--- config.mk ---
export PLATFORM = sky130hd
export DESIGN_NAME = frame_collector
export DESIGN_NICKNAME = d
export VERILOG_FILES = /design/src/source/fas_pkg.sv /design/src/source/frame_collector.sv
export SDC_FILE = /design/constraint.sdc
export NUM_CORES = 1
export LEC_CHECK = 0
export CAP_MARGIN = 10
export CORE_MARGIN = 2
export CORE_UTILIZATION = 60
export DETAILED_ROUTE_END_ITERATION = 8
export DONT_BUFFER_PORTS = 1
export GPL_TIMING_DRIVEN = 0
export PLACE_DENSITY = 0.86
export SLEW_MARGIN = 20
export SYNTH_ARGS = -nofsm -noshare
export SYNTH_HDL_FRONTEND = slang
export SYNTH_SLANG_ARGS = --single-unit
--- constraint.sdc ---
create_clock -name clk -period 20.8 [get_ports clk]
set_input_delay 2.08 -clock clk [delete_from_list [all_inputs] [get_ports clk]]
set_output_delay 2.08 -clock clk [all_outputs]
set_load 0.01 [all_outputs]
--- src/source/fas_pkg.sv ---
// Sample and bin types, FIR coefficient table and FFT twiddle tables
`default_nettype none

package fas_pkg;

  ////////////////////////////////////////////////////////////////////////////
  // Sample stream and FIR filter
  ////////////////////////////////////////////////////////////////////////////

  localparam int SAMPLE_W  = 16;                  // Input and filtered samples
  localparam int FIR_TAPS  = 32;
  localparam int COEF_FRAC = 16;                  // Coefficients are Q16

  typedef logic signed [SAMPLE_W-1:0] sample_t;
  typedef logic signed [19:0]         coef_t;     // Sign, 3 integer and 16 fraction bits
  typedef logic signed [40:0]         acc_t;      // 36-bit products summed 32 times

  // Low-pass response with index 0 applied to the newest sample
  localparam coef_t FIR_COEF [FIR_TAPS] = '{
    20'hFFF9E, 20'hFFF86, 20'hFFFA7, 20'h0003B,   // Taps 0 to 3
    20'h0014B, 20'h0024A, 20'h00222, 20'hFFFE4,
    20'hFFBC5, 20'hFF7CA, 20'hFF74E, 20'hFFD74,
    20'h00B1A, 20'h01DAC, 20'h02F9E, 20'h03AA9,   // Centre peak near 0.229
    20'h03AA9, 20'h02F9E, 20'h01DAC, 20'h00B1A,   // Mirror of taps 15 down to 12
    20'hFFD74, 20'hFF74E, 20'hFF7CA, 20'hFFBC5,
    20'hFFFE4, 20'h00222, 20'h0024A, 20'h0014B,
    20'h0003B, 20'hFFFA7, 20'hFFF86, 20'hFFF9E
  };

  ////////////////////////////////////////////////////////////////////////////
  // 16-point FFT
  ////////////////////////////////////////////////////////////////////////////

  localparam int FFT_N        = 16;               // Points per frame
  localparam int FFT_STAGES   = 4;                // log2 of FFT_N
  localparam int TWIDDLE_FRAC = 16;

  typedef logic signed [17:0] twiddle_t;          // Q16 with room for +1.0 and -1.0

  // cos(2*pi*k/16) for k = 0 to 7
  localparam twiddle_t TWIDDLE_RE [FFT_N/2] = '{
    18'sd65536,  18'sd60547,  18'sd46340,  18'sd25079,
    18'sd0,     -18'sd25079, -18'sd46340, -18'sd60547
  };

  // -sin(2*pi*k/16) for k = 0 to 7
  localparam twiddle_t TWIDDLE_IM [FFT_N/2] = '{
     18'sd0,     -18'sd25079, -18'sd46340, -18'sd60547,
    -18'sd65536, -18'sd60547, -18'sd46340, -18'sd25079
  };

  // One bit of growth per butterfly stage
  localparam int BIN_W = SAMPLE_W + FFT_STAGES;

  typedef logic signed [BIN_W-1:0] bin_t;

endpackage

`default_nettype wire

--- src/source/frame_collector.sv ---
// Frame collector that groups 16 filter outputs and flags each full frame
`timescale 1ns/10ps
`default_nettype none

module frame_collector (
  input  logic             clk,
  input  logic             rst,
  input  logic             fir_valid,
  input  fas_pkg::sample_t fir_d,
  output logic             frame_valid,
  output fas_pkg::sample_t frame [fas_pkg::FFT_N]
);
  import fas_pkg::*;

  localparam int SLOT_W = $clog2(FFT_N);

  logic [SLOT_W-1:0] slot;                        // Next slot to write
  logic              last_slot;

  assign last_slot = (slot == SLOT_W'(FFT_N - 1));

  // A partial frame waits through gaps in fir_valid
  always_ff @(posedge clk or posedge rst) begin
    if (rst) begin
      slot        <= '0;
      frame_valid <= 1'b0;
      for (int i = 0; i < FFT_N; i++) begin
        frame[i] <= '0;
      end
    end else begin
      frame_valid <= fir_valid && last_slot;      // One pulse per 16th sample
      if (fir_valid) begin
        frame[slot] <= fir_d;
        slot        <= slot + 1'b1;               // Wraps back to slot 0
      end
    end
  end

  // Back-to-back frame pulses need a sample accepted in each of the two cycles before
  a_frame_spacing : assert property (
    @(posedge clk) disable iff (rst)
    frame_valid && $past(frame_valid) |-> $past(fir_valid) && $past(fir_valid, 2)
  );

endmodule

`default_nettype wire

==> impl_metrics.ini, run 1 <==
[logic_synthesis]
synth.distinct_cells = 19
seq_area_frac_synth_pct = 63.53
syn_inst = 590
ys_ff_latch = 261
synth_most_common_cell = dfrtp_1
synth_top_cell_by_area = dfrtp_1
synth_area_per_cell_um2 = 17.43
ys_top_cells_by_count = dfrtp_1 (261), mux2_2 (224), mux2_4 (30), clkbuf_1 (16), buf_6 (15)
syn_nets = 613
ys_warn_count = 0
synth_top_area_share_pct = 63.53
synth-edff-count = 0
async_flop_share_pct = 100.0
syn_area_um2 = 10280
synth_ff_type = dfrtp_1
synth.area.top_cells = dfrtp_1 (64%), mux2_2 (25%), mux2_4 (4.4%), nand4b_4 (1.8%), buf_6 (1.6%)

[sta]
postLayoutSetupSlackWorst_ps = 17750
tightest_slew_ps = 739.2
fin_crit_sh_pct = 14.66
maxSlewHeadroom_pct = 50.72
finalCriticalPeriod_ps = 3050
fin_worst_skew_ps = 12.50
rsz0062_at_grt = false
setup_viol = 0
final_max_slew_viol_count = 0
tns_ps = 0
hold_viol = 0
final.hold.worst_slack_ps = 570.1
fmax_ghz = 0.3279

[cells_and_area]
area_growth_pct = 12.90
drive_above_1_share_pct = 53.91
diodes = 0
fin_nets = 643
multi_input_area_um2 = 3416
fillers = 1053
final_cells = 860
area.sequential_um2 = 6531

[placement]
io_buffer_count = 0
place_inst = 812
hpwl_um = 16720
pre_cts_ws_ps = 17430
place_congestion = 0.8177

[clock_network]
cts-resized-gates = 0
cts-htree-levels = 1
path_clk_slew_ps = 70
cts.sinks = 261
cts_buffers = 26
cts_tree = built
cts-root-buf = clkbuf_16
hold_buffers = 0
cts_setup_buffers = 0
worstSkewPairLatency_ps = 530
clockBufferDepth = 3

[route]
dr.pass1.iters = 4
antenna_left = 0
drc = 0
routed_via_density = 6.120
routedWlPerCell_um = 28.13
vias = 5263
drt-initial-drc-count = 165
finalWirelength_um = 24190

[power]
p_int_mw = 1.325
p_leak_nw = 5.469
clkPwrFrac_pct = 26.4
p_switching_uw = 663.9
power_frac_comb_pct = 20.4
swShare_pct = 33.38
power_density_nw_per_um2 = 171.3
peakVddDrop_uv = 89.41
sequentialPowerShare_pct = 53.2

[critical_path]
worstSetupStartpointType = register
required_ps = 18720
worstPathMaxFanout = 2
cp.arrival_ps = 970
worstSetupPathType = register to output pin
crit_path_end_kind = output pin

[global_route]
grt_max_degree = 112
grt_pass1_wl_um = 36570
gr-total-overflow = 0
track_usage_pct = 26.51
grt_pass1_vias = 5979
antenna_found_initial = 0

[die]
num_rows = 47
dieArea_um2 = 18200
die_w_um = 134.9
io-pin-count = 276
die_y_um = 134.9
start_util_pct = 61.78
core_um2 = 16640

[min_path]
hold_path.class = register to register

[outcome]
status = finished clean

[job]
maxCapViolations = 0
[through the flow]
step                area, um2  power [mW]  utilization, %
floorplan               10280       1.322               -
detailed placement      10620       1.470           63.81
finish                  11610       1.989           69.75
global route            11610       2.071           69.75
global placement        10560       1.419           63.43
CTS                     11610       2.002           69.75
[final cells by class]
| cell class | count | share of cell area (%) |
|---|---|---|
| flip-flops and latches | 261 | 56.27 |
| well taps | 220 | 2.371 |
| inverters | 4 | 0.1940 |
| plain buffers | 42 | 2.749 |
| multi-input cells | 283 | 29.43 |
| clock inverters | 15 | 2.156 |
| repair buffers | 2 | 0.4743 |
| clock buffers | 33 | 6.360 |
[logic make-up (layout without fill, tap and decap cells)]
family                     after synthesis  after routing  share of synthesized area (%)
xor gates and xnor gates                 3              3                         0.2556
buffers and inverters                   46             96                          3.249
DFF                                    261            261                          63.53
muxes                                  256            256                          29.13
adders and majority gates                4              4                         0.4868
AOI/OAI and AO/OA                        1              1                        0.04863
and+or+nand+nor                         19             19                          3.298
[per-layer routing]
metal  up-vias  routed length (um)  track usage, %
met5         -                   0               0
li1       2160                   -               -
met2       243               12200           44.73
met1      2818                8952           31.93
met4         0                 578           8.129
met3        42                2467           9.797
[flip-flops by register name (all words and copies together), names as in the netlist]
register / count
frame: 256
frame_valid: 1
slot: 4
[worst register-to-register path, delay by kind of cell (launching register included)]
kind                       cells  cell delay [ps]
adders and majority gates      1              370
buffers and inverters          3              520
DFF                            1              440
muxes                          1              370
and+or+nand+nor                1              290
[layout by cell type (no fill, tap or decap)]
cell type | netlist | layout
xnor2_1 | 2 | 2
inv_8 | 0 | 2
xor2_1 | 1 | 1
mux2_1 | 2 | 2
dfrtp_1 | 261 | 261
inv_1 | 4 | 3
buf_2 | 2 | 2
buf_4 | 8 | 8
o21ai_0 | 1 | 1
buf_16 | 0 | 2
clkbuf_8 | 0 | 4
mux2_2 | 224 | 224
and4bb_2 | 4 | 4
clkinv_4 | 0 | 3
bufinv_16 | 0 | 6
nand4_4 | 4 | 4
buf_12 | 1 | 1
clkbuf_1 | 16 | 18
clkinv_2 | 0 | 2
clkinvlp_4 | 0 | 3
ha_1 | 4 | 4
buf_6 | 15 | 15
nand4_1 | 1 | 1
clkbuf_16 | 0 | 27
nand4b_4 | 8 | 8
nand2_1 | 2 | 2
mux2_4 | 30 | 30
[power by group through the flow]
stage               Clock [mW]  Sequential [mW]  Combinational (mW)
floorplan                    0            0.977               0.345
global placement             0             1.05               0.373
detailed placement           0             1.06               0.408
CTS                      0.532             1.06               0.412
global route             0.552             1.08               0.439
finish                   0.525             1.06               0.406
[worst paths after layout]
path	startpoint	end	slack (ps)	cells after the start
worst max register to register	slot[0]	frame[242]	18700	6
worst min-delay path	slot[0]	slot[0]	570	1
min in group asynchronous	rst	frame[242]	1430	1
worst min register to register	slot[0]	slot[0]	570	1
max in group asynchronous	rst	frame[137]	18480	2
worst max-delay path	frame[177]	frame[177]	17750	0
No activity file was read; power rests on OpenSTA's default activity.
==> run 2, diff against run 1 <==
--- a/config.mk
+++ b/config.mk
@@ -7,11 +7,11 @@
 export LEC_CHECK = 0
 export CAP_MARGIN = 10
 export CORE_MARGIN = 2
-export CORE_UTILIZATION = 60
+export CORE_UTILIZATION = 57
 export DETAILED_ROUTE_END_ITERATION = 8
 export DONT_BUFFER_PORTS = 1
 export GPL_TIMING_DRIVEN = 0
-export PLACE_DENSITY = 0.86
+export PLACE_DENSITY = 0.85
 export SLEW_MARGIN = 20
 export SYNTH_ARGS = -nofsm -noshare
 export SYNTH_HDL_FRONTEND = slang
==> constraint.sdc (replaced) <==
create_clock -name clk -period 2.8 [get_ports clk]
set_input_delay 0.28 -clock clk [delete_from_list [all_inputs] [get_ports clk]]
set_output_delay 0.28 -clock clk [all_outputs]
set_load 0.01 [all_outputs]
==> impl_metrics.ini, run 2 (synthesis gave the netlist of run 1 again) <==
[placement]
place_congestion = 0.7924
hpwl_um = 16710
io_buffer_count = 0
place_inst = 826
pre_cts_ws_ps = 745.1
place_area_um2 = 10710

[route]
finalWirelength_um = 23950
drt-initial-drc-count = 148
routedWlPerCell_um = 26.87
routed_via_density = 5.929
vias = 5283
antenna_left = 0
drc = 0
dr.pass1.iters = 4

[power]
p_leak_nw = 5.551
p_int_mw = 9.668
p_switching_mw = 4.851
power_density_nw_per_um2 = 1230
peakVddDrop_uv = 871.7
sequentialPowerShare_pct = 53.9
swShare_pct = 33.41
clkPwrFrac_pct = 25.1
power_frac_comb_pct = 21.0

[sta]
maxSlewHeadroom_pct = 52.68
final_max_slew_viol_count = 0
setup_viol = 0
final.hold.worst_slack_ps = 223.5
fin_worst_skew_ps = 6.261
tightest_slew_ps = 709.8
hold_viol = 0
fmax_ghz = 0.4849
rsz0062_at_grt = false
postLayoutSetupSlackWorst_ps = 737.5
fin_crit_sh_pct = 73.66
finalCriticalPeriod_ps = 2062

[critical_path]
required_ps = 3200
crit_path_end_kind = register
reg2reg_slack_ps = 740
worstPathMaxFanout = 10
cp.arrival_ps = 2460
rr_startpoint = slot[1]
reg2reg_to = frame[230]
worstSetupPathType = register to register
reg2reg_depth = 6
worstSetupStartpointType = register

[job]
maxCapViolations = 0

[cells_and_area]
top_regs = frame x256, slot x4, frame_valid x1
fin_nets = 665
drive_above_1_share_pct = 52.57
area_growth_pct = 14.82
final_cells = 891
final_core_util_pct = 66.17
diodes = 0
mostFrequentLayoutCells = dfrtp_1 (261), mux2_2 (224), mux2_4 (30)
largest_reg_flops = 256
fin_area_um2 = 11810
top_register = frame
layout_commonest_cell = dfrtp_1

[global_route]
use_met3_pct = 10.01
antenna_found_initial = 0
grt_max_degree = 39
grt_pass1_wl_um = 36790
grt_pass1_vias = 5900
busiest_layer = met2
gr-usage-met2_pct = 42.26
track_usage_pct = 24.82
gr-total-overflow = 0
use_met1_pct = 29.38

[clock_network]
cts_setup_buffers = 0
worstSkewPairLatency_ps = 520
cts_buffers = 26
path_clk_slew_ps = 60
cts.sinks = 261
cts_tree = built
cts-root-buf = clkbuf_16
cts-htree-levels = 1
clockBufferDepth = 3

[die]
io-pin-count = 276
core_um2 = 17840
num_rows = 49
dieArea_um2 = 19130
die_w_um = 138.3
die_y_um = 138.3
start_util_pct = 57.63

[min_path]
hold_path.class = input pin to register
hold_end = slot[0]
holdPathStages = 3
hp-start = fir_valid

[outcome]
status = finished clean
[run 2: final cells by class]
type,count,area (um2)
clock inverter,10,136.4
sequential,261,6531
tap,229,286.5
inverter,4,18.77
clock buffer,38,787.0
fill,1151,6036
timing repair buffer,24,310.3
buffer,42,319.1
multi-input combinational,283,3416
[run 2: what timing repair did]
| item | CTS | global route |
|---|---|---|
| hold endpoints to repair | 122 | 0 |
| gates resized for setup | 0 | 0 |
| hold buffers | 17 | 0 |
[run 2: worst max-delay path by stage]
stage	cells past startpoint	start	to	slack (ps)
after floorplan	1	rst	frame[0]	-920
after global placement	1	rst	frame[204]	-1730
after detailed placement	6	slot[1]	frame[230]	750
after CTS	6	slot[1]	frame[230]	730
after global routing	6	slot[1]	frame[230]	600
final	6	slot[1]	frame[230]	740
[run 2: per-stage QoR]
step                power [mW]  TNS, ps
floorplan                9.821  -240530
detailed placement       10.89        0
finish                   14.52        0
global placement         10.51  -446890
global route             15.14        0
CTS                      14.61        0
[run 2: layer usage]
| layer | share of wire (%) | vias to the layer above | wire length [um] |
|---|---|---|---|
| met5 | 0 | - | 0 |
| met3 | 10 | 48 | 2453 |
| met4 | 2.3 | 0 | 546 |
| li1 | - | 2206 | - |
| met2 | 50 | 268 | 11950 |
| met1 | 38 | 2761 | 8998 |
[run 2: worst max-delay path, stage by stage, from the launching register on]
cell and delay [ps]:
dfrtp_1 410, inv_1 110, ha_1 370, and4bb_2 270
buf_4 180, buf_4 230, mux2_2 360
[run 2: power groups by stage]
stage / clock network [mW] / logic (mW) / registers, mW
2_1_floorplan: 0 / 2.56 / 7.26
3_3_place_gp: 0 / 2.77 / 7.73
3_5_place_dp: 0 / 3.02 / 7.87
4_1_cts: 3.69 / 3.09 / 7.83
5_1_grt: 3.85 / 3.30 / 7.99
6_report: 3.65 / 3.05 / 7.82
